`src/hw/vdp_pkg.sv`:
```
// Upscan converter shared widths, line timing and packed types
package vdp_pkg;

    // --------------------
    // Widths
    // --------------------

    // X position, also the line memory address
    localparam int X_W        = 10;
    // Words in one line memory
    localparam int LINE_DEPTH = 1024;
    // Bits per colour channel
    localparam int COLOR_W    = 6;
    // Register write data, wide enough for a full colour
    localparam int CFG_DATA_W = 3 * COLOR_W;

    // --------------------
    // Output line timing
    // --------------------

    // Visible pixels per output line
    localparam int H_ACTIVE_OUT = 256;
    // Clocks per output line, half a source line
    localparam int H_TOTAL_OUT  = 320;
    // Sync pulse placement
    localparam int H_SYNC_START = 272;
    localparam int H_SYNC_LEN   = 32;

    // --------------------
    // Types
    // --------------------

    // One pixel, 18 bits
    typedef struct packed {
        logic [COLOR_W-1:0] r;
        logic [COLOR_W-1:0] g;
        logic [COLOR_W-1:0] b;
    } rgb_t;

    // Output stage configuration, 30 bits
    typedef struct packed {
        logic           enable;
        logic           scanline;
        logic [X_W-1:0] x_offset;
        rgb_t           border;
    } cfg_t;

    // Output position flags that travel with the read
    typedef struct packed {
        logic de;
        logic hs;
        logic second;
    } scan_t;

    // Register map
    typedef enum logic [1:0] {
        CFG_CTRL   = 2'd0,
        CFG_XOFS   = 2'd1,
        CFG_BORDER = 2'd2
    } cfg_addr_e;

endpackage
```
`src/hw/vdp_scan_cfg.sv`:
```
// Configuration registers for enable, scanline dimming, read offset and border
module vdp_scan_cfg
    import vdp_pkg::*;
(
    input  logic                  clk,
    input  logic                  arst_n,
    input  logic                  cfg_we,
    input  cfg_addr_e             cfg_addr,
    input  logic [CFG_DATA_W-1:0] cfg_wdata,
    output cfg_t                  cfg
);

    // --------------------
    // Register writes
    // --------------------

    always_ff @(posedge clk or negedge arst_n) begin
        if (!arst_n) begin
            // Disabled, black border
            cfg <= '0;
        end else if (cfg_we) begin
            case (cfg_addr)
                CFG_CTRL: begin
                    // Bit 0 enable, bit 1 scanline
                    cfg.enable   <= cfg_wdata[0];
                    cfg.scanline <= cfg_wdata[1];
                end
                CFG_XOFS: begin
                    cfg.x_offset <= cfg_wdata[X_W-1:0];
                end
                CFG_BORDER: begin
                    // Packed r, g, b from the top bit down
                    cfg.border <= rgb_t'(cfg_wdata);
                end
                default: begin
                    // Unmapped code, nothing changes
                    cfg <= cfg;
                end
            endcase
        end
    end

endmodule

```
`config.mk`:
```
export PLATFORM = sky130hd
export DESIGN_NAME = vdp_scan_cfg
export DESIGN_NICKNAME = d
export VERILOG_FILES = /design/src/hw/vdp_pkg.sv /design/src/hw/vdp_scan_cfg.sv
export SDC_FILE = /design/constraint.sdc
export NUM_CORES = 1
export LEC_CHECK = 0
export ABC_AREA = 1
export BUFFER_PORTS_ARGS = -buffer_cell sky130_fd_sc_hd__buf_2
export CELL_PAD_IN_SITES_DETAIL_PLACEMENT = 0
export CELL_PAD_IN_SITES_GLOBAL_PLACEMENT = 1
export CORE_UTILIZATION = 35
export CTS_CLUSTER_DIAMETER = 50
export DETAILED_ROUTE_END_ITERATION = 8
export GPL_TIMING_DRIVEN = 0
export PLACE_DENSITY = 0.81
export SLEW_MARGIN = 20
export SYNTH_ARGS = -nofsm -noshare
export SYNTH_HDL_FRONTEND = slang
export SYNTH_SLANG_ARGS = --single-unit
```
`constraint.sdc`:
```
create_clock -name clk -period 1.1 [get_ports clk]
set_input_delay 0.11 -clock clk [delete_from_list [all_inputs] [get_ports clk]]
set_output_delay 0.11 -clock clk [all_outputs]
set_load 0.005 [all_outputs]
```
# After elaboration in Yosys (flattened, before gate mapping)
# Index checks and enable logic that the tools add are counted.
# totals
wordCells	12
in_bits	23
reg_bits	30
output_inout_bits	30
# classes
n_reduce_logical	4
eq_ne	2
# op_table
operator	n
2-bit AND reduction	3
2-bit by 1-bit == test with 1-bit output (second input constant)	1
2-bit == test (second input constant)	1
2-bit zero test	1

# Depth between registers and ports, before layout
# depth
word_depth	2
depth_mapped	5
depth_no_buf	4

# Least setup slack after synthesis
# OpenSTA, ideal clock, no wires.
# synth_path
path_kind	input to register
startpoint	input port cfg_we
endpoint	register cfg[12] (netlist bit)
path_buffers	2
t_arrival_ns	0.610
setup_ns	0.117
cell_stages	5
t_required_ns	0.983
setup_slack_ns	0.373
cell_sequence	buf_2 > nand3_4 > buf_6 > nand2_1 > nand2_1
# synth_between
elab_chain_cells	1
# synth_lines
item	line	source
from (decl)	vdp_scan_cfg.sv:7	input logic cfg_we,
2-bit AND reduction (no source line)	n/a	
to (signal assigned)	vdp_scan_cfg.sv:37	cfg <= cfg;
to (decl)	vdp_scan_cfg.sv:10	output cfg_t cfg
# Every way passes these cells.
# A chain may end at the register's enable or synchronous reset.

# Worst setup path in the final report
# layout_path
startpoint	register cfg[22] (netlist bit)
endpoint	output port cfg[22] (netlist bit)
# No word-level cell between the ends.

==> qor.csv <==
metric,value,unit
status,"complete, no violations",
clkSinkCount,30,
rsz0062_at_grt,no,
place_congestion,0.746,
setup_viol,0,
relSlewSlack,56.6,%
grt_pass1_wl,5030,um
grt_max_degree,31,
path_clk_slew,90,ps
cts_max_level,2,
clock_latency,310,ps
die_w,62.2,um
cts_buffers,5,
vias,1163,
drc,0,
fmax,1.04,GHz
cts_root_buffer,clkbuf_4,
postCtsSetupBuffers,0,
drtIter0Drc,39,
critPathTopFamily,flip-flops,
area_delta_synth_final,29.5,%
period_needed,961,ps
grt_overflow_total,0,
path_max_fanout,2,
setup_slack,139,ps
top_regs,cfg (30),
die_area,3870,um^2
cts_resized,0,
multi_input_area,445,um^2
worst-path-buf-inv,1,
power.density,1520,nW/um^2
drt-vias-per-instance,4.85,
syn_area,1270,um^2
largest_reg_flops,30,
syn_inst,136,
wl_per_cell,12.4,um
grt_pass1_vias,1071,
routed_wl,2980,um
final_cells,240,
cp-end-kind,output port,
fin_crit_sh,87.4,%
synth_seq_area_share,59.2,%
ys_ff_latch,30,
cpMaxStageDelayCell,dfrtp_1,
syn_avg_cell_area,9.33,um^2
drive_above_1_share,36.1,%
cap_violations,0,
drt.antenna.violating_nets,0,
synth_fp_nets,159,
antenna_cells,0,
yosysWarnings,0,
hold_buffers,1,
worst-setup-path-type,reg2out,
finish.utilization,48.1,%
regMostFlops,cfg,
rows,21,
die_height,62.2,um
hpwl,2210,um
core,3420,um^2
worst_pin_slew,651,ps
vdd_drop_max,0.772,mV
cts_buffer_depth,2,
r2r_setup_slack,480,ps
cp_slowest_stage_delay,400,ps
cp.arrival,850,ps
nets,218,
first_pass_iters,4,
portBuffers,51,
synthDistinctLibCells,12,
fin_setup_tns,0,ps
min_path_type,in2reg,
power,2.50,mW
antenna_found_initial,0,
cp-start-kind,flip-flop,
path_cells,buf_2,
crit_required,990,ps
skew,0,ps
cellLeakagePower,0.938,nW
dp_slack,142,ps
seq_area,751,um^2
place_inst,233,
grt_usage,17.1,%
slew_viol_final,0,
ios,53,
start_util,37.1,%
final_hold_viol_count,0,
nFillCells,355,
cts_tree,done,
-- cell families after synthesis --
| family | count (synthesis) | synth area share, % |
|---|---|---|
| buffers and inverters | 12 | 5.72 |
| DFF | 30 | 59.2 |
| and+or+nand+nor | 94 | 35.1 |
-- placed cells by master (no fill, tap or decap) --
cell and count:
dfrtp_1 30, nor2_1 1, clkbuf_4 5, buf_4 1
nand3_2 1, inv_1 1, nand3_4 1, buf_6 2
nand4_1 28, nand2_1 61, nand3_1 2, inv_2 1
clkbuf_8 1, buf_2 58, dlygate4sd3_1 1
-- where the power goes --
group	switching (mW)	total, mW	leakage [nW]	internal (mW)
sequential	0.0876	1.36	0.374	1.28
combinational	0.274	0.512	0.533	0.238
clock	0.336	0.624	0.0302	0.287
-- cell type report --
type | instances | area share, %
sequential | 30 | 45.7
multi-input combinational | 94 | 27.1
timing repair buffer | 52 | 16.1
buffer | 10 | 3.96
tap | 46 | 3.50
clock buffer | 6 | 3.12
inverter | 2 | 0.457
-- per-stage QoR --
step | hold WS (ps) | cell area, um^2
floorplan | -186 | 1270
global route | 25.7 | 1640
detailed placement | 184 | 1580
finish | 34.5 | 1640
CTS | 21.4 | 1640
global placement | 170 | 1580
-- path summary, 6_finish.rpt --
| path | depth (start not counted) | from | end |
|---|---|---|---|
| worst min-delay path | 3 | cfg_wdata[11] | cfg[11]$_DFFE_PN0P_ |
| min in group asynchronous | 2 | arst_n | cfg[25]$_DFFE_PN0P_ |
| worst min register to register | 2 | cfg[24]$_DFFE_PN0P_ | cfg[24]$_DFFE_PN0P_ |
| max in group asynchronous | 2 | arst_n | cfg[29]$_DFFE_PN0P_ |
| worst max-delay path | 1 | cfg[22]$_DFFE_PN0P_ | cfg[22] |
| worst max register to register | 2 | cfg[22]$_DFFE_PN0P_ | cfg[22]$_DFFE_PN0P_ |
-- synth_stat cells --
master / count / area, um^2
nand2_1: 61 / 229
dfrtp_1: 30 / 751
nand4_1: 28 / 175
buf_2: 7 / 35.0
buf_6: 2 / 22.5
nand3_1: 2 / 10.0
buf_4: 1 / 7.51
inv_1: 1 / 3.75
inv_2: 1 / 3.75
nand3_2: 1 / 10.0
nand3_4: 1 / 17.5
nor2_1: 1 / 3.75
-- per-layer routing --
| layer | vias up | global-route usage (%) | routed length [um] |
|---|---|---|---|
| met5 | - | 0 | 0 |
| li1 | 576 | - | - |
| met3 | 7 | 6.62 | 209 |
| met4 | 0 | 6.40 | 42 |
| met1 | 539 | 23.5 | 1430 |
| met2 | 41 | 24.2 | 1300 |
Note: power is estimated with default switching activity, not from simulation.
