**src/hw/vdp_pkg.sv**
```systemverilog
// Upscan converter shared widths, line timing and packed types
package vdp_pkg;

    // --------------------
    // Widths
    // --------------------

    // X position, also the line memory address
    localparam int X_W        = 10;
    // Words in one line memory
    localparam int LINE_DEPTH = 1024;
    // Bits per colour channel
    localparam int COLOR_W    = 6;
    // Register write data, wide enough for a full colour
    localparam int CFG_DATA_W = 3 * COLOR_W;

    // --------------------
    // Output line timing
    // --------------------

    // Visible pixels per output line
    localparam int H_ACTIVE_OUT = 256;
    // Clocks per output line, half a source line
    localparam int H_TOTAL_OUT  = 320;
    // Sync pulse placement
    localparam int H_SYNC_START = 272;
    localparam int H_SYNC_LEN   = 32;

    // --------------------
    // Types
    // --------------------

    // One pixel, 18 bits
    typedef struct packed {
        logic [COLOR_W-1:0] r;
        logic [COLOR_W-1:0] g;
        logic [COLOR_W-1:0] b;
    } rgb_t;

    // Output stage configuration, 30 bits
    typedef struct packed {
        logic           enable;
        logic           scanline;
        logic [X_W-1:0] x_offset;
        rgb_t           border;
    } cfg_t;

    // Output position flags that travel with the read
    typedef struct packed {
        logic de;
        logic hs;
        logic second;
    } scan_t;

    // Register map
    typedef enum logic [1:0] {
        CFG_CTRL   = 2'd0,
        CFG_XOFS   = 2'd1,
        CFG_BORDER = 2'd2
    } cfg_addr_e;

endpackage
```
**src/hw/vdp_pixel_out.sv**
```systemverilog
// Output stage with border, blanking and scanline dimming
module vdp_pixel_out
    import vdp_pkg::*;
(
    input  logic  clk,
    input  logic  arst_n,
    input  scan_t scan,
    input  rgb_t  rd_pixel,
    input  logic  enable,
    input  logic  scanline,
    input  rgb_t  border,
    output rgb_t  out_pixel,
    output logic  out_de,
    output logic  out_hs,
    output logic  out_second
);

    rgb_t pix_next;

    // --------------------
    // Pixel select
    // --------------------

    always_comb begin
        if (!scan.de) begin
            // Blanking
            pix_next = '0;
        end else if (!enable) begin
            pix_next = border;
        end else if (scanline && scan.second) begin
            // Half brightness on the repeated line
            pix_next.r = rd_pixel.r >> 1;
            pix_next.g = rd_pixel.g >> 1;
            pix_next.b = rd_pixel.b >> 1;
        end else begin
            pix_next = rd_pixel;
        end
    end

    // Pixel register
    always_ff @(posedge clk) begin
        out_pixel <= pix_next;
    end

    // Flags stay aligned with the pixel
    always_ff @(posedge clk or negedge arst_n) begin
        if (!arst_n) begin
            out_de     <= 1'b0;
            out_hs     <= 1'b0;
            out_second <= 1'b0;
        end else begin
            out_de     <= scan.de;
            out_hs     <= scan.hs;
            out_second <= scan.second;
        end
    end

endmodule

```
**config.mk**
```make
export PLATFORM = sky130hd
export DESIGN_NAME = vdp_pixel_out
export DESIGN_NICKNAME = d
export VERILOG_FILES = /design/src/hw/vdp_pkg.sv /design/src/hw/vdp_pixel_out.sv
export SDC_FILE = /design/constraint.sdc
export NUM_CORES = 1
export LEC_CHECK = 0
export ABC_AREA = 1
export BUFFER_PORTS_ARGS = -buffer_cell sky130_fd_sc_hd__buf_2
export CAP_MARGIN = 20
export CORE_ASPECT_RATIO = 0.7
export CORE_MARGIN = 1
export CORE_UTILIZATION = 46
export CTS_CLUSTER_DIAMETER = 100
export DETAILED_ROUTE_END_ITERATION = 12
export PLACE_DENSITY = 0.85
export REMOVE_ABC_BUFFERS = 1
export SYNTH_ARGS = -nofsm -noshare
export SYNTH_HDL_FRONTEND = slang
export SYNTH_SLANG_ARGS = --single-unit
```
**constraint.sdc**
```tcl
create_clock -name clk -period 0.81 [get_ports clk]
set_input_delay 0.162 -clock clk [delete_from_list [all_inputs] [get_ports clk]]
set_output_delay 0.162 -clock clk [all_outputs]
set_load 0.005 [all_outputs]
```
======== Word level (Yosys, flattened, before mapping) ========
Index checks and enable logic that the tools add are counted.
Widths: inputs -> output; s select.
operators by class
  shifts and indexed selects .............. 0
  reduce and logical (&&, ||, !) cells .... 1
  $add $sub $neg .......................... 0
  multiplexer cells ....................... 2
  $mul .................................... 0
  div/mod/pow operators ................... 0
  eq/ne operators ......................... 0
  bitwise operators ....................... 0
  order comparisons ....................... 0
operators with widths
  cell               number
  $mux 18            2
  $logic_and 1x1->1  1
storage, ports and cells
  latch bits .............................. 0
  bits in writable memories ............... 0
  output and inout bits ................... 21
  memories ................................ 0
  bits in registers ....................... 21
  word-level logic and storage cells ...... 9
  memory bits (read-only) ................. 0
  bits of input ports ..................... 43

======== Logic depth before layout (Yosys ltp) ========
Gate-level depths: netlist of the first run.
  depth in word-level cells ............... 3
  depth in mapped cells ................... 7
  gate-level depth less buffers ........... 5

======== Worst setup path after synthesis of the first run ========
OpenSTA, ideal clock, no wires.
  kind .................................... in2reg
  start ................................... in scanline
  end ..................................... reg out_pixel[10] in the netlist's numbering
  setup time .............................. 0.109 ns
  cell stages on the path ................. 7
  data required time ...................... 0.701 ns
  setup slack ............................. 0.048 ns
  path buffers ............................ 2
  arrival time ............................ 0.654 ns
  path through ............................ buf_6 > nand2_8 > buf_8 > nand2_1 > nand3_1 > nand2_1 > inv_1
on the way
  cells in the longest elaborated chain, start to end .. 3
ends and longest elaborated chain
  what                  line                 source
  start, declared       vdp_pixel_out.sv:10  input logic scanline,
  $logic_and 1x1->1     vdp_pixel_out.sv:30  end else if (scanline && scan.second) begin
  $mux 18               vdp_pixel_out.sv:30
  $mux 18               vdp_pixel_out.sv:28  end else if (!enable) begin
  end signal, assigned  vdp_pixel_out.sv:42  out_pixel <= pix_next;
  end, declared         vdp_pixel_out.sv:12  output rgb_t out_pixel,
No other way between the ends.
A chain may end at the register's enable or synchronous reset.

======== Worst setup path in the final report of the first run ========
  start ................................... reg out_de
  end ..................................... out out_de
RTL lines
  what                    line                 source
  start, declared         vdp_pixel_out.sv:13  output logic out_de,
  start signal, assigned  vdp_pixel_out.sv:52  out_de <= scan.de;
No word-level cell between the ends.

==> qor.yml, run 1 <==
post-route-util_pct: 67.7
first_pass_iters: 4
fillers: 203
critPathSlowestCell: "dfrtp_1"
crit_arrival_ns: 0.82
io_buffers: 63
vias: 1153
cts_buffers: 3
post-cts-setup-buffers: 0
required_ns: 0.65
endpoint_kind: "output port"
post-route-drc-count: 0
ctsLongestPathBuffers: 2
fin_crit_ns: 0.981
violations: "setup timing"
gp_congestion: 0.800
core_um2: 2170
synth_cell_types: 13
cp_max_fo: 1
wl_um: 2520
post-route-period-util_pct: 121
synth_area_leaders: "dfxtp_1, nand3_1, nand2_1"
finalHoldViolations: 0
power-per-cell-area_nw_per_um2: 1470
hp-class: "in -> reg"
finalInstanceArea_um2: 1470
critical_path_class: "reg -> out"
postSynthCellCount: 156
dieArea_um2: 2550
synth-seq-area-share_pct: 40.4
relSlewSlack_pct: 79.8
dr.first_iter.drc_count: 37
ys_ff_latch: 21
grt_max_degree: 19
grt_overflow_total: 0
io_pins: 64
dp_hpwl_um: 1870
yosys.area.top_type: "dfxtp_1"
postRouteAntennaNets: 0
rows: 14
area.growth.synth_to_final_pct: 36.4
fmax_mhz: 1020
htreeDepth: 1
crit_path_cell_trace: "buf_2"
grt.total_usage_pct: 21.5
yosys_warnings: 0
slowest_delay_ns: 0.38
rsz0062_at_grt: "yes"
hold_ws_ns: 0.0617
postPlaceCellArea_um2: 1410
worst_pin_slew_ns: 0.303
cp_top_family: "flip-flops"
path_clk_slew_ns: 0.12
avgSynthCellArea_um2: 6.91
start_kind: "flip-flop"
initial_core_util_pct: 49.7
irDropWorstVdd_mv: 0.952
critical_path_buf_inv_count: 1
maxSlewViolCount: 0
wl_per_cell_um: 9.89
p_leak_nw: 0.892
status: "finished, violations left"
worst_slack_ns: -0.171
synth_top_area_share_pct: 33.4
layout_common_cells: "buf_2, nand2_1, nor2_1"
antenna_found_initial: 0
finalNetCount: 267
dieWidth_um: 59.9
setup_viol_count_final: 21
die_height_um: 42.5
vias_per_cell: 4.52
grt_first_pass_wirelength_um: 4050
clock-sinks: 21
final_common_cell: "buf_2"
grt_pass1_vias: 965
diodes: 0
drv_cap: 0
mappedNetlistArea_um2: 1080
place_ws_ns: -0.0417
layout-drive-gt1-share_pct: 36.3
clock_tree.root_cell: "clkbuf_4"
cts_tree: "yes"
==> metrics by stage <==
stage | TNS (ns) | total power (W) | instances
5_1_grt | -2.95 | 0.00229 | 255
2_1_floorplan | 0 | 0.00134 | 146
3_3_place_gp | -0.240 | 0.00164 | 248
6_report | -2.21 | 0.00216 | 255
3_5_place_dp | -0.446 | 0.00165 | 248
4_1_cts | -2.39 | 0.00218 | 255
==> power by group <==
| part | switching (W) | total [W] | leakage, nW | internal (W) |
|---|---|---|---|---|
| Clock | 0.000335 | 0.000520 | 0.0177 | 0.000185 |
| Combinational | 0.000254 | 0.000512 | 0.689 | 0.000258 |
| Sequential | 0.0000157 | 0.00113 | 0.186 | 0.00111 |
==> layer usage <==
metal / up-vias / track usage [%] / part of all wire [%] / wire, µm
li1: 608 / - / - / -
met1: 489 / 26.6 / 43 / 1090
met2: 52 / 35.6 / 45 / 1140
met3: 4 / 7.10 / 11 / 266
met4: 0 / 5.58 / 0.95 / 24
met5: - / 0 / 0 / 0
==> sequential cells by signal (all words and copies together), names as in the netlist <==
signal	count
out_hs	1
out_pixel	18
out_de	1
out_second	1
==> cells in the mapped netlist <==
| library cell | n |
|---|---|
| nand2_1 | 36 |
| buf_4 | 3 |
| inv_1 | 18 |
| nand2_8 | 1 |
| nand3_1 | 30 |
| inv_2 | 1 |
| buf_8 | 1 |
| buf_6 | 3 |
| dfxtp_1 | 18 |
| nand2_2 | 3 |
| nor2_1 | 36 |
| dfrtp_1 | 3 |
| clkbuf_8 | 3 |
==> worst paths after layout <==
check,from,end,slack [ns],depth (start not counted)
min in group asynchronous,arst_n,out_de,0.16,2
min,scan[0],out_second,0.06,1
max,out_de,out_de,-0.17,1
max in group asynchronous,arst_n,out_second,0.55,2
==> what timing repair did <==
item / 4_1_cts / 5_1_grt
gates resized for setup: 1 / 1
pin swaps: 0 / 0
endpoints found under the setup margin: 21 / 21
hold endpoints to repair: 5 / 0
hold buffers: 3 / 0
==> logic make-up after synthesis <==
kind of cell | after synthesis | share of synthesized area, %
flops | 21 | 40.4
simple gates | 106 | 42.6
buf+inv | 29 | 17.1
==> layout make-up <==
cell class	count	area, µm²	share of cell area (%)
Timing Repair Buffer	73	435	29.6
Inverter	19	71.3	4.85
Clock inverter	1	5.00	0.340
Tap cell	32	40.0	2.72
Multi-Input combinational cell	106	459	31.2
Sequential cell	21	438	29.8
Clock buffer	3	22.5	1.53
(Power assumes the default switching activity.)
==> inputs of run 2 (changes only) <==
==> constraint.sdc (replaced) <==
create_clock -name clk -period 1.15 [get_ports clk]
set_input_delay 0.23 -clock clk [delete_from_list [all_inputs] [get_ports clk]]
set_output_delay 0.23 -clock clk [all_outputs]
set_load 0.005 [all_outputs]
==> run 2 against run 1 <==
The run now ends clean. Flip-flop and latch count is the same. Core utilization is 2.8 points lower. Clock power fell by 31%. Sequential power down 30%.
==> qor.yml, run 2 (same netlist as run 1, synthesis figures left out) <==
status: "finished, final reports clean"
largest_register_ffs: 18  # unchanged
rows: 14  # unchanged
htreeDepth: 1  # unchanged
finalNetCount: 263  # -1.5%
crit_start: "out_second"
p_leak_nw: 0.864  # -3.2%
worst_pin_slew_ns: 0.315  # +0.0129 ns
first_pass_iters: 4  # unchanged
critical_path_buf_inv_count: 1  # unchanged
antenna_found_initial: 0  # unchanged
io_buffers: 63  # unchanged
post-route-period-util_pct: 90.1
tns_ns: 0  # +2.21 ns
vias: 1139  # -1.2%
holdPathStages: 1  # unchanged
initial_core_util_pct: 49.7  # unchanged
cp_top_family: "flip-flops"
layout-drive-gt1-share_pct: 34.7  # -1.6 points
gp_congestion: 0.773  # -3.4%
layout_common_cells: "buf_2, nand2_1, nor2_1"
hp-class: "in -> reg"
post-route-drc-count: 0  # unchanged
grt_max_degree: 37  # +18
grt_pass1_vias: 891  # -7.7%
power-per-cell-area_nw_per_um2: 1060  # -28%
crit_path_end: "out_second"
clock-sinks: 21  # unchanged
fin_cells: 251  # -1.6%
finalInstanceArea_um2: 1410  # -4.1%
cts_buffers: 3  # unchanged
cp.depth: 1  # unchanged
wl_per_cell_um: 9.75  # -1.5%
grt_overflow_total: 0  # unchanged
slowest_delay_ns: 0.38  # about the same
rsz0062_at_grt: "no"
finalHoldViolations: 0  # unchanged
grt_first_pass_wirelength_um: 3590  # -11%
ctsLongestPathBuffers: 2  # unchanged
io_pins: 64  # unchanged
cts_tree: "yes"
crit_arrival_ns: 0.81  # about the same
dieWidth_um: 59.9  # unchanged
relSlewSlack_pct: 78.9  # -0.86 points
diodes: 0  # unchanged
endpoint_kind: "output port"
crit_path_cell_trace: "buf_2"
area.growth.synth_to_final_pct: 30.9
fin_crit_ns: 1.04
grt.total_usage_pct: 18.9  # -2.6 points
dieArea_um2: 2550  # unchanged
clock_tree.root_cell: "clkbuf_4"
top_register: "out_pixel"
critPathSlowestCell: "dfrtp_1"
postPlaceCellArea_um2: 1360  # -3.4%
critical_path_class: "reg -> out"
die_height_um: 42.5  # unchanged
dr.first_iter.drc_count: 42  # +14%
dp.cells: 245  # -1.2%
cp_max_fo: 1  # unchanged
core_um2: 2170  # unchanged
vias_per_cell: 4.54  # +0.36%
drv_cap: 0  # unchanged
post-cts-setup-buffers: 0  # unchanged
cts_hold_buf: 1  # -2
total_power_w: 0.00149  # -31%
cts_resized: 0  # -1
postRouteAntennaNets: 0  # unchanged
required_ns: 0.92  # +0.27 ns
dp_hpwl_um: 1800  # -3.6%
setup_viol_count_final: 0  # -100%
wl_um: 2450  # -3.0%
path_clk_slew_ns: 0.12  # about the same
irDropWorstVdd_mv: 0.682  # -28%
maxSlewViolCount: 0  # unchanged
fmax_mhz: 966
start_kind: "flip-flop"
final_common_cell: "buf_2"
==> run 2: stage by stage <==
step                      hold WS (ns)  util, %  setup WS (ns)
after global placement          0.0254     62.8          0.186
final                           0.0471     65.0          0.114
after floorplan                -0.0656        -          0.498
after global routing            0.0290     65.0         0.0593
after detailed placement        0.0269     62.8          0.145
after CTS                       0.0115     64.5          0.101
==> run 2: final cells by class <==
type | instances | area, µm²
Timing Repair Buffer | 69 | 378
Tap cell | 32 | 40.0
Clock inverter | 1 | 5.00
Fill cell | 233 | 761
Multi-Input combinational cell | 106 | 459
Sequential cell | 21 | 435
Clock buffer | 3 | 22.5
Inverter | 19 | 71.3
==> run 2: routing by layer <==
metal / track usage [%] / up-vias / wire (µm)
met5: 0 / - / 0
met4: 4.65 / 0 / 0
met3: 6.17 / 0 / 199
met2: 30.2 / 53 / 1100
met1: 24.3 / 489 / 1150
li1: - / 597 / -
==> run 2: power by group <==
group          switching, W  internal [W]  leakage (nW)  total, W
registers         0.0000109      0.000781         0.185  0.000791
clock network      0.000230      0.000130        0.0177  0.000360
logic              0.000176      0.000164         0.661  0.000340
total              0.000418       0.00107         0.864   0.00149
==> run 2: worst min path at each step <==
stage,slack [ns],endpoint,start
after floorplan,-0.07,out_de,arst_n
after global placement,0.03,out_hs,arst_n
after detailed placement,0.03,out_de,arst_n
after CTS,0.01,out_hs,scan[1]
after global routing,0.03,out_de,scan[2]
final,0.05,out_de,scan[2]
==> inputs of run 3 (changes only) <==
--- a/config.mk
+++ b/config.mk
@@ -8,12 +8,14 @@
 export ABC_AREA = 1
 export BUFFER_PORTS_ARGS = -buffer_cell sky130_fd_sc_hd__buf_2
 export CAP_MARGIN = 20
+export CELL_PAD_IN_SITES_DETAIL_PLACEMENT = 0
+export CELL_PAD_IN_SITES_GLOBAL_PLACEMENT = 2
 export CORE_ASPECT_RATIO = 0.7
 export CORE_MARGIN = 1
-export CORE_UTILIZATION = 46
+export CORE_UTILIZATION = 22
 export CTS_CLUSTER_DIAMETER = 100
 export DETAILED_ROUTE_END_ITERATION = 12
-export PLACE_DENSITY = 0.85
+export PLACE_DENSITY = 0.83
 export REMOVE_ABC_BUFFERS = 1
 export SYNTH_ARGS = -nofsm -noshare
 export SYNTH_HDL_FRONTEND = slang
==> run 3 against run 2 <==
Sequential share of layout area down 1.1 points. Clock-buffer cell count unchanged. Global-route usage down 7.2 points. Clock power up 37%. Routed wire length up 18%.
==> qor.yml, run 3 (same netlist as run 1, synthesis figures left out) <==
power-per-cell-area_nw_per_um2: 1110  # +5.2%
fin_crit_ns: 0.969  # -0.0661 ns
dr.first_iter.drc_count: 40  # -4.8%
vias: 1088  # -4.5%
io_buffers: 63  # unchanged
required_ns: 0.92  # about the same
final-seq-area_um2: 435  # unchanged
final_common_cell: "buf_2"
finalHoldViolations: 0  # unchanged
grt_overflow_total: 0  # unchanged
hold_ws_ns: 0.0722  # +0.0251 ns
post-route-drc-count: 0  # unchanged
clock-sinks: 21  # unchanged
grt_pass1_vias: 973  # +9.2%
slowest_delay_ns: 0.36  # -0.02 ns
relSlewSlack_pct: 78.6  # -0.37 points
critical_path_class: "reg -> out"
crit_arrival_ns: 0.74  # -0.07 ns
critPathSlowestCell: "dfrtp_1"
layout_common_cells: "buf_2, nand2_1, nor2_1"
rows: 20  # +6
fillers: 531  # +130%
antenna_found_initial: 0  # unchanged
endpoint_kind: "output port"
vias_per_cell: 3.83  # -16%
layout-drive-gt1-share_pct: 34.9  # +0.16 points
p_int_w: 0.00118  # +10%
grt_first_pass_wirelength_um: 4530  # +26%
drv_cap: 0  # unchanged
htreeDepth: 1  # unchanged
finalNetCount: 262  # -0.38%
clock_tree.root_cell: "clkbuf_8"
cts_buffers: 3  # unchanged
diodes: 0  # unchanged
fmax_mhz: 1030  # +6.8%
p_sw_share_pct: 27.3  # -0.74 points
grt_max_degree: 33  # -11%
wl_um: 2890  # +18%
status: "finished, final reports clean"
largest_register_ffs: 18  # unchanged
post-route-period-util_pct: 84.3  # -5.7 points
first_pass_iters: 4  # unchanged
cts_resized: 0  # unchanged
seqPwrFrac_pct: 48.7  # -4.4 points
initial_core_util_pct: 23.8  # -26 points
dieWidth_um: 85.7  # +43%
top_register: "out_pixel"
min_from: "scan[1]"
path_clk_slew_ns: 0.08  # -0.04 ns
area.growth.synth_to_final_pct: 35.6
gp_congestion: 0.709  # -8.3%
cp_top_family: "flip-flops"
cp_max_fo: 1  # unchanged
rsz0062_at_grt: "no"
critical_path_buf_inv_count: 1  # unchanged
tns_ns: 0  # unchanged
maxSlewViolCount: 0  # unchanged
io_pins: 64  # unchanged
dieArea_um2: 5190  # +100%
die_height_um: 60.6  # +43%
wl_per_cell_um: 10.2  # +4.6%
post-cts-setup-buffers: 0  # unchanged
ctsLongestPathBuffers: 2  # unchanged
cts_hold_buf: 1  # unchanged
irDropWorstVdd_mv: 0.414  # -39%
setup_viol_count_final: 0  # unchanged
hp-class: "in -> reg"
multiInputGateArea_um2: 459  # unchanged
crit_start: "out_de"
grt.total_usage_pct: 11.7  # -7.2 points
p_switching_w: 0.000443  # +6.2%
p_clk_share_pct: 30.4  # +6.3 points
worst_pin_slew_ns: 0.321  # +0.00553 ns
start_kind: "flip-flop"
crit_path_cell_trace: "buf_2"
pwr-share-comb_pct: 20.9  # -1.9 points
cts_tree: "yes"
min_to: "out_hs"
holdPathStages: 1  # unchanged
p_leak_nw: 0.868  # +0.42%
postRouteAntennaNets: 0  # unchanged
dp_hpwl_um: 2140  # +18%
core_um2: 4530  # +110%
## run 3: changes by cell type in the layout (fill, tap and decap cells not counted)
cell           delta
clkbuf_4          -3
clkbuf_8          +3
dlygate4sd3_1     -1
## run 3: how the worst max path moves through the flow
stage	slack, ns	cells after the start	end
final	0.18	1	out_de
after global routing	0.14	1	out_de
after CTS	0.17	1	out_de
after detailed placement	0.13	6	out_pixel[14]
after global placement	0.15	6	out_pixel[14]
after floorplan	0.50	4	out_pixel[0]
## run 3: power by group through the flow
stage | sequential [W] | combinational [W] | clock, W
after floorplan | 0.000818 | 0.000127 | 0
after global placement | 0.000810 | 0.000339 | 0
after detailed placement | 0.000809 | 0.000343 | 0
after CTS | 0.000793 | 0.000346 | 0.000520
after global routing | 0.000797 | 0.000389 | 0.000552
final | 0.000793 | 0.000339 | 0.000495
## run 3: cell type report
| type | instances | area share, % |
|---|---|---|
| clock buffer | 3 | 2.82 |
| timing repair buffer | 68 | 25.1 |
| sequential | 21 | 29.8 |
| clock inverter | 1 | 0.342 |
| tap | 66 | 5.65 |
| multi-input combinational | 106 | 31.4 |
| inverter | 19 | 4.88 |
## run 3: per-layer routing
metal | global-route usage, % | vias up | share of wire, %
met2 | 17.0 | 44 | 37
met1 | 16.9 | 446 | 55
li1 | - | 594 | -
met3 | 3.54 | 4 | 6.6
met5 | 0 | - | 0
met4 | 2.86 | 0 | 0.79
## run 3: through the flow
step | area (µm²) | utilization, % | setup slack, ns | power (W) | instances
floorplan | 966 | - | 0.498 | 0.000945 | 146
global placement | 1410 | 31.0 | 0.148 | 0.00115 | 279
detailed placement | 1410 | 31.0 | 0.135 | 0.00115 | 279
CTS | 1460 | 32.3 | 0.172 | 0.00166 | 284
global route | 1460 | 32.3 | 0.137 | 0.00174 | 284
finish | 1460 | 32.3 | 0.181 | 0.00163 | 284
