==> config.mk <==
export PLATFORM = sky130hd
export DESIGN_NAME = vdp_upscan_timing
export DESIGN_NICKNAME = d
export VERILOG_FILES = /design/src/hw/vdp_pkg.sv /design/src/hw/vdp_upscan_timing.sv
export SDC_FILE = /design/constraint.sdc
export NUM_CORES = 1
export LEC_CHECK = 0
export BUFFER_PORTS_ARGS = -buffer_cell sky130_fd_sc_hd__buf_2
export CORE_MARGIN = 1
export CORE_UTILIZATION = 35
export CTS_BUF_LIST = sky130_fd_sc_hd__clkbuf_4 sky130_fd_sc_hd__clkbuf_8
export DETAILED_ROUTE_END_ITERATION = 8
export GPL_TIMING_DRIVEN = 0
export MAX_ROUTING_LAYER = met4
export PLACE_DENSITY_LB_ADDON = 0.1
export SLEW_MARGIN = 10
export SYNTH_ARGS = -nofsm -noshare
export SYNTH_HDL_FRONTEND = slang
export SYNTH_SLANG_ARGS = --single-unit
==> constraint.sdc <==
create_clock -name clk -period 3.26 [get_ports clk]
set_input_delay 0.326 -clock clk [delete_from_list [all_inputs] [get_ports clk]]
set_output_delay 0.326 -clock clk [all_outputs]
set_load 0.005 [all_outputs]
==> src/hw/vdp_pkg.sv <==
// Upscan converter shared widths, line timing and packed types
package vdp_pkg;

    // --------------------
    // Widths
    // --------------------

    // X position, also the line memory address
    localparam int X_W        = 10;
    // Words in one line memory
    localparam int LINE_DEPTH = 1024;
    // Bits per colour channel
    localparam int COLOR_W    = 6;
    // Register write data, wide enough for a full colour
    localparam int CFG_DATA_W = 3 * COLOR_W;

    // --------------------
    // Output line timing
    // --------------------

    // Visible pixels per output line
    localparam int H_ACTIVE_OUT = 256;
    // Clocks per output line, half a source line
    localparam int H_TOTAL_OUT  = 320;
    // Sync pulse placement
    localparam int H_SYNC_START = 272;
    localparam int H_SYNC_LEN   = 32;

    // --------------------
    // Types
    // --------------------

    // One pixel, 18 bits
    typedef struct packed {
        logic [COLOR_W-1:0] r;
        logic [COLOR_W-1:0] g;
        logic [COLOR_W-1:0] b;
    } rgb_t;

    // Output stage configuration, 30 bits
    typedef struct packed {
        logic           enable;
        logic           scanline;
        logic [X_W-1:0] x_offset;
        rgb_t           border;
    } cfg_t;

    // Output position flags that travel with the read
    typedef struct packed {
        logic de;
        logic hs;
        logic second;
    } scan_t;

    // Register map
    typedef enum logic [1:0] {
        CFG_CTRL   = 2'd0,
        CFG_XOFS   = 2'd1,
        CFG_BORDER = 2'd2
    } cfg_addr_e;

endpackage
==> src/hw/vdp_upscan_timing.sv <==
// Output line timing, draws each source line twice at double line rate
module vdp_upscan_timing
    import vdp_pkg::*;
(
    input  logic           clk,
    input  logic           arst_n,
    input  logic           src_hs,
    input  logic [X_W-1:0] x_offset,
    output logic           line_parity,
    output logic [X_W-1:0] rd_x,
    output scan_t          scan
);

    // Output horizontal counter
    logic [X_W-1:0] h_cnt;
    // Drawing the repeated copy of the line
    logic           second;
    // Both copies drawn, waiting for the next source line
    logic           idle;
    // Flags aligned with rd_x
    scan_t          scan_req;
    logic           last_pix;

    assign last_pix = (h_cnt == X_W'(H_TOTAL_OUT - 1));

    // --------------------
    // Counter and line state
    // --------------------

    always_ff @(posedge clk or negedge arst_n) begin
        if (!arst_n) begin
            h_cnt       <= X_W'(H_TOTAL_OUT - 1);
            second      <= 1'b0;
            idle        <= 1'b1;
            line_parity <= 1'b0;
        end else if (src_hs) begin
            // New source line restarts everything
            h_cnt       <= '0;
            second      <= 1'b0;
            idle        <= 1'b0;
            line_parity <= ~line_parity;
        end else if (!idle) begin
            if (last_pix) begin
                if (second) begin
                    // No third copy, hold at end of line
                    idle <= 1'b1;
                end else begin
                    h_cnt  <= '0;
                    second <= 1'b1;
                end
            end else begin
                h_cnt <= h_cnt + 1'b1;
            end
        end
    end

    // --------------------
    // Read request
    // --------------------

    // Offset read position, wraps at the memory size
    always_ff @(posedge clk) begin
        rd_x <= h_cnt + x_offset;
    end

    // Active area and sync window
    always_ff @(posedge clk or negedge arst_n) begin
        if (!arst_n) begin
            scan_req <= '0;
        end else begin
            scan_req.de     <= (h_cnt < X_W'(H_ACTIVE_OUT));
            scan_req.hs     <= (h_cnt >= X_W'(H_SYNC_START)) &&
                               (h_cnt < X_W'(H_SYNC_START + H_SYNC_LEN));
            scan_req.second <= second;
        end
    end

    // One more stage to meet the RAM read data
    always_ff @(posedge clk or negedge arst_n) begin
        if (!arst_n) begin
            scan <= '0;
        end else begin
            scan <= scan_req;
        end
    end

endmodule

Word-level counts from Yosys, hierarchy flattened
Cells that the tools add are included.
Storage, ports and cells
  flip-flop bits (word level): 29
  output and inout bits: 14
  word-level logic and storage cells: 35
  bits of input ports: 13
Cells by class
  order comparisons: 3
  equal/unequal tests: 3
  add/subtract/negate cells: 2
  muxes and demuxes: 11
  reductions and logical operators: 4
  bitwise gates (word level): 1
Operators with widths (count)
  2-to-1 mux 10 bit: 4
  less-than comparator 10 x 9 -> 1 bit (second input constant): 2
  adder 10 x 1 -> 10 bit (second input constant): 1
  adder 10 bit: 1
  equality test 10 x 9 -> 1 bit (second input constant): 1
  greater-or-equal comparator 10 x 9 -> 1 bit (second input constant): 1
  2-to-1 mux 1 bit: 7
  AND reduction 2 bit: 2
  inequality test 3 bit (second input constant): 1
  inequality test 2 bit (second input constant): 1
  nonzero test 2 bit: 1
  logical AND 1 bit: 1
  NOT 1 bit: 1

Logic depth before layout (Yosys ltp)
Gate-level depths: netlist of the first run.
  depth after elaboration: 4
  gate-level depth with buffers: 6
  gate-level depth less buffers: 6

Least setup slack after synthesis of the first run
OpenSTA, ideal clock, no wires.
  kind: register -> register
  from: register h_cnt[0]
  to: register rd_x[8]
  period minus slack after synthesis: 1.870 ns
  arrival time: 1.797 ns
  library setup time: 0.072 ns
  path slack: 1.390 ns
  data required time: 3.188 ns
  stages on the path, launching flop included: 7
  buffers on the path: 0
  cells stage by stage: dfstp_2 -> ha_1 -> fa_1 -> a21o_1 -> a221o_1 -> o41ai_2 -> xnor2_1
On the way
  word-level cells in the longest chain between the ends: 1
RTL lines
  start: declaration: RTL line vdp_upscan_timing.sv:15  | logic [X_W-1:0] h_cnt;
  start signal: assignment: RTL line vdp_upscan_timing.sv:32  | h_cnt <= X_W'(H_TOTAL_OUT - 1);
  start signal: assignment: RTL line vdp_upscan_timing.sv:52  | h_cnt <= h_cnt + 1'b1;
  adder 10 bit: RTL line vdp_upscan_timing.sv:63  | rd_x <= h_cnt + x_offset;
  end signal: assignment: RTL line vdp_upscan_timing.sv:63
  end: declaration: RTL line vdp_upscan_timing.sv:10  | output logic [X_W-1:0] rd_x,
No other way between the ends.
A chain may end at the register's enable or synchronous reset.

Final worst setup path of the first run
  from: register h_cnt[2]
  to: register rd_x[9]
Same word-level chain as after synthesis.

==> metrics.txt, run 1 <==
outcome=completed; Slew HR=between 60% and 70%; IO Port Bufs=26; crit path buf inv count=0; num rows=23; final max-slew violation count=0; Sw Pwr=just under 0.2 mW; Synth Warn #=0; Layout Skew=0.00639 ns; FMAX=491 MHz; share of total power in the clock network=40.0%; Die Span Y=between 60 and 70 µm; Overflow after GRT=0; CTS tree=done; Slowest cell on crit path=dfstp_2; Critical Path AT=2.21 ns; Slew @ Worst Pin=between 0.5 and 0.6 ns; Num CTS Buffers=5; Pre-antenna DRT Iters=4; Switching Share=a little under a quarter; Layout area overhead=19.4%; internal power=a little over 0.6 mW; Final ANT Viol Nets=0; First DRT Iteration DRCs=42; diodes inserted=0; Pwr per Cell Area=between 400 and 500 nW/µm²; Synth Flop Type=dfrtp_1; latest clock arrival within the worst-skew pair=around 0.28 ns; Synth area leaders=dfrtp_1 (18%), dfstp_2 (13%), dfxtp_1 (13%), ha_1 (8.8%), xnor2_1 (3.3%); vias per inst=a little over 5; Final Non-Filler Cells=about 230; post-synth top area share=between 15 and 20%; Post-synth EDFFs=0; TNS Setup=0 ns; Resize count post-CTS=0; largest net degree at the start of global routing=20; Clk pin slew, worst setup/hold paths=roughly 0.070 ns; worst min-delay path class=primary input to flop; Max Cap Viol=0; CP endpoint kind=flop; fraction of registers with async set/reset=between 60% and 70%; sequential share of the synthesized area=between 40% and 50%; Mean Syn Cell Area=~11 µm²; via count=roughly 1100; Die X=69.0 µm; Hold Vio Cnt, Final=0; Comb power frac=11.5%; I/O pin count=27; H-Tree Depth=2; initial antenna violation count=0; Tcrit/Tclk final=a little over three fifths; critical path data required time=3.44 ns; routability congestion estimate=approximately 0.8; NumNets Final=slightly below 200; RSZ-0062 raised after global routing=no; synth unique cells=49; CTS root buf=clkbuf_8; Tmin final=2.04 ns; global-route wire length before repair=between 5000 and 6000 µm; fin util=about 45%; CP max FO=7; #FFs+latches synth=29; # DRC=0; core area=4140 µm²; critical path startpoint category=flop; Post-synth top cells=dfrtp_1 (11), ha_1 (11), dfxtp_1 (10), nor2_1 (10), dfstp_2 (8); CP max stage delay=between 0.5 and 0.6 ns; routed len/inst=13.2 µm; Synth Net Count=approximately 170; P_leak=between 0.8 and 0.9 nW; clock buffer depth=2; post-synth top area cell=dfrtp_1; placed insts=between 200 and 250; CP top delay family=compound AO/OA/AOI/OAI gates; Post-Syn Area=1570 µm²; Initial Utilization=a little under two fifths; final setup vio count=0; post-detail-place hpwl=2260 µm; vias in the first global route=roughly 1100; Fill cells=between 400 and 500; final wirelength=between 2000 and 3000 µm; layout cell share with drive strength beyond 1=34.9%; full die area=4750 µm²; clock sinks=29; Total GRT Usage=roughly 16%; Seq pwr share=48.6%; CP Class=flop to flop; total power=between 0.8 and 0.9 mW; VDD IR max=0.201 mV; Post-Synthesis Cells=between 100 and 150; crit path cell chain=ha_1 > and3_1 > a2111oi_2 > o211a_1 > nor3_1
cells by family after synthesis:
group / Yosys count / synth area share, %
flops: 29 / 43.7
fa+ha+maj: 12 / 10.0
mux: 1 / 0.638
xor+xnor: 12 / 6.70
buf+inv: 6 / 2.39
compound gates: 28 / 15.2
simple gates: 52 / 21.3
power by group through the flow:
stage,clock network [mW],registers [mW],logic [mW]
floorplan,0,0.407,0.0479
global placement,0,0.404,0.0924
detailed placement,0,0.405,0.0950
CTS,0.336,0.399,0.0965
global route,0.355,0.403,0.109
finish,0.327,0.398,0.0942
through the flow:
step                hold slack [ns]  worst slack, ns  instance area, µm²
global route                  0.252             1.10                1870
finish                        0.270             1.22                1870
CTS                           0.262             1.23                1870
detailed placement            0.298             1.20                1760
global placement              0.289             1.19                1760
floorplan                    0.0304             1.39                1570
what timing repair did:
action / in CTS / in global routing
hold buffers: 1 / 0
endpoints found under the hold margin: 11 / 0
setup buffers: 0 / 0
flip-flops by register name, summed over array words and instances (netlist names):
| signal | flops |
|---|---|
| scan_req | 3 |
| second | 1 |
| line_parity | 1 |
| rd_x | 10 |
| h_cnt | 10 |
| idle | 1 |
| scan | 3 |
worst reg2reg max path: cells and delay by family, from the launching register on:
family | cells | cell delay (ns)
AND/OR/NAND/NOR | 2 | 0.23
AO/OA/AOI/OAI | 2 | 0.81
adder cells (fa/ha/maj) | 1 | 0.29
flip-flops | 1 | 0.59
final timing paths:
| path | cells past startpoint | end | slack [ns] | start |
|---|---|---|---|---|
| hold reg to reg | 0 | scan[0] | 0.35 | scan_req[0] |
| max in group asynchronous | 2 | h_cnt[2] | 2.40 | arst_n |
| setup reg to reg | 5 | rd_x[9] | 1.22 | h_cnt[2] |
| setup / recovery | 5 | rd_x[9] | 1.22 | h_cnt[2] |
| hold / removal | 2 | rd_x[0] | 0.27 | x_offset[0] |
| min in group asynchronous | 2 | h_cnt[7] | 0.52 | arst_n |
placed cells by master (no fill, tap or decap), drive strengths merged, types with 2 or more instances in the layout:
| cell type | synthesis | final |
|---|---|---|
| and3 | 6 | 6 |
| dfxtp | 10 | 10 |
| and2 | 3 | 3 |
| nand2 | 5 | 5 |
| nand3 | 3 | 3 |
| or2 | 2 | 2 |
| buf | 2 | 28 |
| nor2 | 12 | 12 |
| a21o | 5 | 5 |
| clkbuf | 0 | 7 |
| or3 | 4 | 4 |
| ha | 11 | 11 |
| o31ai | 3 | 3 |
| o21ai | 2 | 2 |
| a2111oi | 2 | 2 |
| xor2 | 6 | 6 |
| or4b | 2 | 2 |
| nand4 | 3 | 3 |
| dfrtp | 11 | 11 |
| xnor2 | 6 | 6 |
| a21oi | 8 | 8 |
| nor3 | 5 | 5 |
| dfstp | 8 | 8 |
| inv | 4 | 4 |
| nand2b | 2 | 2 |
final cells by class:
cell class,instances,area [µm²],area share (%)
flip-flops and latches,29,686,36.6
clock buffers,7,96.3,5.14
well taps,50,62.6,3.34
clock inverters,1,5.00,0.267
plain buffers,2,22.5,1.20
inverters,4,15.0,0.802
repair buffers,27,140,7.48
multi-input cells,105,846,45.2
routing by layer:
metal  vias up  track usage (%)  part of all wire, %
li1        582                -                    -
met1       528             19.6                   49
met3         7             6.58                  5.0
met4         0             6.89                  1.9
met5         -                -                    0
met2        21             23.4                   44
No activity file was read; power rests on OpenSTA's default activity.
==> inputs of run 2 (changes only) <==
==> constraint.sdc (replaced) <==
create_clock -name clk -period 2.06 [get_ports clk]
set_input_delay 0.206 -clock clk [delete_from_list [all_inputs] [get_ports clk]]
set_output_delay 0.206 -clock clk [all_outputs]
set_load 0.005 [all_outputs]
==> run 2 against run 1 <==
Count of clock-buffer cells in the layout stayed put; maximum frequency is 1.3% higher; clock power is 59% higher; critical path type unchanged; largest cell class unchanged; power is 60% higher; sequential power is 58% higher; combinational power is 72% higher.
==> metrics.txt, run 2 (synthesis gave the netlist of run 1 again) <==
Die Span Y=69.0 µm (unchanged); RSZ-0062 raised after global routing=yes; routed len/inst=13.5 µm (+1.8%); full die area=4750 µm² (unchanged); Initial Utilization=37.9% (unchanged); Max Cap Viol=0 (unchanged); CTS tree=done; Final Non-Filler Cells=228 (+1.3%); # DRC=0 (unchanged); vias per inst=5.05 (-0.10%); Pre-antenna DRT Iters=4 (unchanged); Slew @ Worst Pin=0.401 ns (-0.152 ns); Die X=69.0 µm (unchanged); placed insts=216 (unchanged); critical path data required time=2.23 ns (-1.21 ns); NumNets Final=202 (+1.5%); P_leak=0.894 nW (+1.8%); Total GRT Usage=16.1% (unchanged); Worst Slack Setup Final=0.0517 ns (-1.17 ns); CP endpoint kind=flop; outcome=completed; global-route wire length before repair=5240 µm (unchanged); Num CTS Buffers=5 (unchanged); final wirelength=3070 µm (+3.2%); CP max FO=2 (-5); VDD IR max=0.319 mV (+58%); total power=1.31 mW (+60%); First DRT Iteration DRCs=30 (-29%); H-Tree Depth=2 (unchanged); placed cell areas=1760 µm² (unchanged); final max-slew violation count=0 (unchanged); IO Port Bufs=26 (unchanged); footprint of the multi-input gates=891 µm² (+5.3%); largest registers=h_cnt (10), rd_x (10); largest net degree at the start of global routing=20 (unchanged); Final ANT Viol Nets=0 (unchanged); Slew HR=72.6% (+9.5 points); num rows=23 (unchanged); critical path startpoint category=flop; Layout area overhead=23.7%; worst min-delay path class=primary input to flop; initial antenna violation count=0 (unchanged); Pwr per Cell Area=676 nW/µm² (+54%); via count=1152 (+1.2%); CTS root buf=clkbuf_8; I/O pin count=27 (unchanged); vias in the first global route=1139 (unchanged); diodes inserted=0 (unchanged); final instance area=1940 µm² (+3.6%); Place WS=0.0332 ns (-1.17 ns); latest clock arrival within the worst-skew pair=0.28 ns (about the same); CP Class=flop to flop; post-detail-place hpwl=2260 µm (unchanged); core area=4140 µm² (unchanged); layout cell share with drive strength beyond 1=38.8% (+3.9 points); Fill cells=420 (unchanged); Layout Skew=0.00641 ns (+0.0000209 ns); FF/Latch Area=686 µm² (unchanged); routability congestion estimate=0.777 (unchanged); Tmin final=2.01 ns (-0.0269 ns); Overflow after GRT=0 (unchanged); leading cell type in the layout, fill and taps excluded=buf_2; Clk pin slew, worst setup/hold paths=0.07 ns (about the same); clock sinks=29 (unchanged); FMAX=498 MHz (+1.3%); commonest cells after routing, fill and taps aside=buf_2 (26), dfrtp_1 (11), nor2_1 (10), dfxtp_1 (10); Critical Path AT=2.18 ns (-0.03 ns); clock buffer depth=2 (unchanged); Tcrit/Tclk final=97.5% (+35 points); final setup vio count=0 (unchanged); Hold Vio Cnt, Final=0 (unchanged); fin util=46.8% (+1.6 points)
## run 2: changes by cell type in the layout (fill, tap and decap cells not counted), sizes merged
cell	previous run	this run
buf	28	31
## run 2: metal layers
metal  track usage, %  up-vias  wire [µm]
met5                -        -          0
met4             6.89        0         58
met3             6.58        7        142
met2             23.4       23       1380
met1             19.6      538       1490
li1                 -      584          -
## run 2: layout make-up
type | instances | area share, %
buffer | 2 | 1.16
clock buffer | 7 | 4.96
tap | 50 | 3.22
timing repair buffer | 30 | 8.38
clock inverter | 1 | 0.258
inverter | 4 | 0.774
sequential | 29 | 35.3
multi-input combinational | 105 | 45.9
## run 2: through the flow
step / hold WS, ns / TNS (ns)
final: 0.175 / 0
after global routing: 0.158 / -0.0425
after CTS: 0.142 / 0
after detailed placement: 0.178 / 0
after global placement: 0.169 / 0
after floorplan: -0.0896 / 0
## run 2: worst paths after layout
path | depth (start not counted) | startpoint | end | slack, ns
min reg2reg | 0 | scan_req[0] | scan[0] | 0.35
max | 6 | h_cnt[0] | rd_x[8] | 0.05
min in group asynchronous | 2 | arst_n | h_cnt[7] | 0.40
max in group asynchronous | 2 | arst_n | h_cnt[2] | 1.32
max reg2reg | 6 | h_cnt[0] | rd_x[8] | 0.05
min | 2 | x_offset[0] | rd_x[0] | 0.17
## run 2: critical path: stages, from the launching register on
cell and delay, ns:
dfstp_2 0.38, ha_4 0.16, fa_2 0.34, a21o_1 0.18, a221o_1 0.36, o41ai_2 0.38, xnor2_1 0.11
## run 2: repair_timing
| action | CTS | global route |
|---|---|---|
| gates resized for setup | 0 | 7 |
| hold buffers | 1 | 0 |
| buffers inserted | 0 | 3 |
| endpoints found under the hold margin | 11 | 0 |
| setup endpoints to repair | 0 | 2 |
## run 2: power by group
| group | internal [mW] | leakage (nW) | switching (mW) |
|---|---|---|---|
| logic | 0.0834 | 0.531 | 0.0790 |
| registers | 0.610 | 0.308 | 0.0190 |
| clock network | 0.301 | 0.0542 | 0.218 |
==> inputs of run 3 (changes only) <==
==> constraint.sdc (replaced) <==
create_clock -name clk -period 2.45 [get_ports clk]
set_input_delay 0.3675 -clock clk [delete_from_list [all_inputs] [get_ports clk]]
set_output_delay 0.3675 -clock clk [all_outputs]
set_load 0.005 [all_outputs]
==> run 3 against run 2 <==
Power down 17%; clock power down 16%; global-route usage unchanged; combinational power down 23%; utilization down 1.9 points; wire length down 3.4%; first-iteration DRC count up 17%; count of clock-buffer cells in the layout unchanged.
==> metrics.txt, run 3 (synthesis gave the netlist of run 1 again) <==
routed len/inst=13.2 µm (-1.6%); Slowest cell on crit path=dfstp_2; I/O pin count=27 (unchanged); Hold Vio Cnt, Final=0 (unchanged); CTS root buf=clkbuf_8; largest net degree at the start of global routing=20 (unchanged); via count=1136 (-1.4%); TNS Setup=0 ns (unchanged); leading cell type in the layout, fill and taps excluded=buf_2; Final ANT Viol Nets=0 (unchanged); Total GRT Usage=16.1% (unchanged); Pre-antenna DRT Iters=4 (unchanged); largest registers=h_cnt (10), rd_x (10); Resize count post-CTS=0 (unchanged); Die X=69.0 µm (unchanged); initial antenna violation count=0 (unchanged); fin util=45.0% (-1.9 points); CP top delay family=compound AO/OA/AOI/OAI gates; IO Port Bufs=26 (unchanged); routability congestion estimate=0.777 (unchanged); global-route wire length before repair=5240 µm (unchanged); latest clock arrival within the worst-skew pair=0.28 ns (about the same); core area=4140 µm² (unchanged); NumNets Final=198 (-2.0%); Slew @ Worst Pin=0.553 ns (+0.152 ns); Initial Utilization=37.9% (unchanged); Layout area overhead=18.7%; Critical Path AT=2.21 ns (+0.03 ns); VDD IR max=0.268 mV (-16%); vias per inst=5.07 (+0.37%); Max Cap Viol=0 (unchanged); Num CTS Buffers=5 (unchanged); CP max FO=7 (+5); Overflow after GRT=0 (unchanged); # DRC=0 (unchanged); critical path data required time=2.63 ns (+0.40 ns); Final Non-Filler Cells=224 (-1.8%); Tcrit/Tclk final=83.1% (-14 points); Die Span Y=69.0 µm (unchanged); critical path startpoint category=flop; CTS Hold Bufs=0 (-1); final max-slew violation count=0 (unchanged); CP max stage delay=0.59 ns (+0.21 ns); post-detail-place hpwl=2260 µm (unchanged); CP endpoint kind=flop; First DRT Iteration DRCs=35 (+17%); Tmin final=2.04 ns (+0.0269 ns); layout cell share with drive strength beyond 1=35.1% (-3.7 points); CTS tree=done; FMAX=491 MHz (-1.3%); Fill cells=421 (+0.24%); Pwr per Cell Area=585 nW/µm² (-13%); num rows=23 (unchanged); Slew HR=63.0% (-9.5 points); commonest cells after routing, fill and taps aside=buf_2 (26), ha_1 (11), dfrtp_1 (11); worst min-delay path class=primary input to async pin; CP Class=flop to flop; final setup vio count=0 (unchanged); diodes inserted=0 (unchanged); full die area=4750 µm² (unchanged); post-CTS setup buffers=0 (unchanged); H-Tree Depth=2 (unchanged); Clk pin slew, worst setup/hold paths=0.07 ns (about the same); clock buffer depth=2 (unchanged); final wirelength=2970 µm (-3.4%); outcome=completed; vias in the first global route=1139 (unchanged); clock sinks=29 (unchanged); Layout Skew=0.00639 ns (-0.0000209 ns); RSZ-0062 raised after global routing=no; P_leak=0.874 nW (-2.2%); crit path cell chain=ha_1 > and3_1 > a2111oi_2 > o211a_1 > nor3_1; crit path buf inv count=0 (unchanged); placed insts=216 (unchanged)
## run 3: through the flow
step | setup WS, ns | hold WS, ns | area [µm²] | total power [mW]
final | 0.415 | 0.0192 | 1860 | 1.09
after global routing | 0.293 | 0.0400 | 1860 | 1.15
after CTS | 0.418 | 0.0298 | 1860 | 1.10
after detailed placement | 0.351 | 0.335 | 1760 | 0.666
after global placement | 0.343 | 0.330 | 1760 | 0.661
after floorplan | 0.576 | 0.0719 | 1570 | 0.605
## run 3: cell type report
| class | count | area [µm²] | area share (%) |
|---|---|---|---|
| Sequential cell | 29 | 686 | 36.8 |
| Clock buffer | 7 | 96.3 | 5.17 |
| Tap cell | 50 | 62.6 | 3.36 |
| Clock inverter | 1 | 5.00 | 0.269 |
| Multi-Input combinational cell | 105 | 846 | 45.4 |
| Inverter | 4 | 15.0 | 0.806 |
| Buffer | 2 | 22.5 | 1.21 |
| Timing Repair Buffer | 26 | 130 | 6.98 |
## run 3: where the power goes
part / switching [mW] / internal (mW)
Combinational: 0.0618 / 0.0623
Sequential: 0.0164 / 0.513
Clock: 0.182 / 0.253
Total: 0.261 / 0.829
## run 3: layer usage
layer / up-vias / track usage, % / wire length [µm]
li1: 580 / - / -
met1: 528 / 19.6 / 1440
met2: 21 / 23.4 / 1320
met3: 7 / 6.58 / 152
met4: 0 / 6.89 / 58
met5: - / - / 0
## run 3: worst paths after layout
path / slack, ns / to / from / depth (start not counted)
hold reg to reg: 0.35 / scan[0] / scan_req[0] / 0
setup / recovery: 0.41 / rd_x[9] / h_cnt[2] / 5
min in group clk: 0.31 / rd_x[0] / x_offset[0] / 2
setup reg to reg: 0.41 / rd_x[9] / h_cnt[2] / 5
max in group asynchronous: 2.09 / h_cnt[2] / arst_n / 1
hold / removal: 0.02 / h_cnt[7] / arst_n / 1
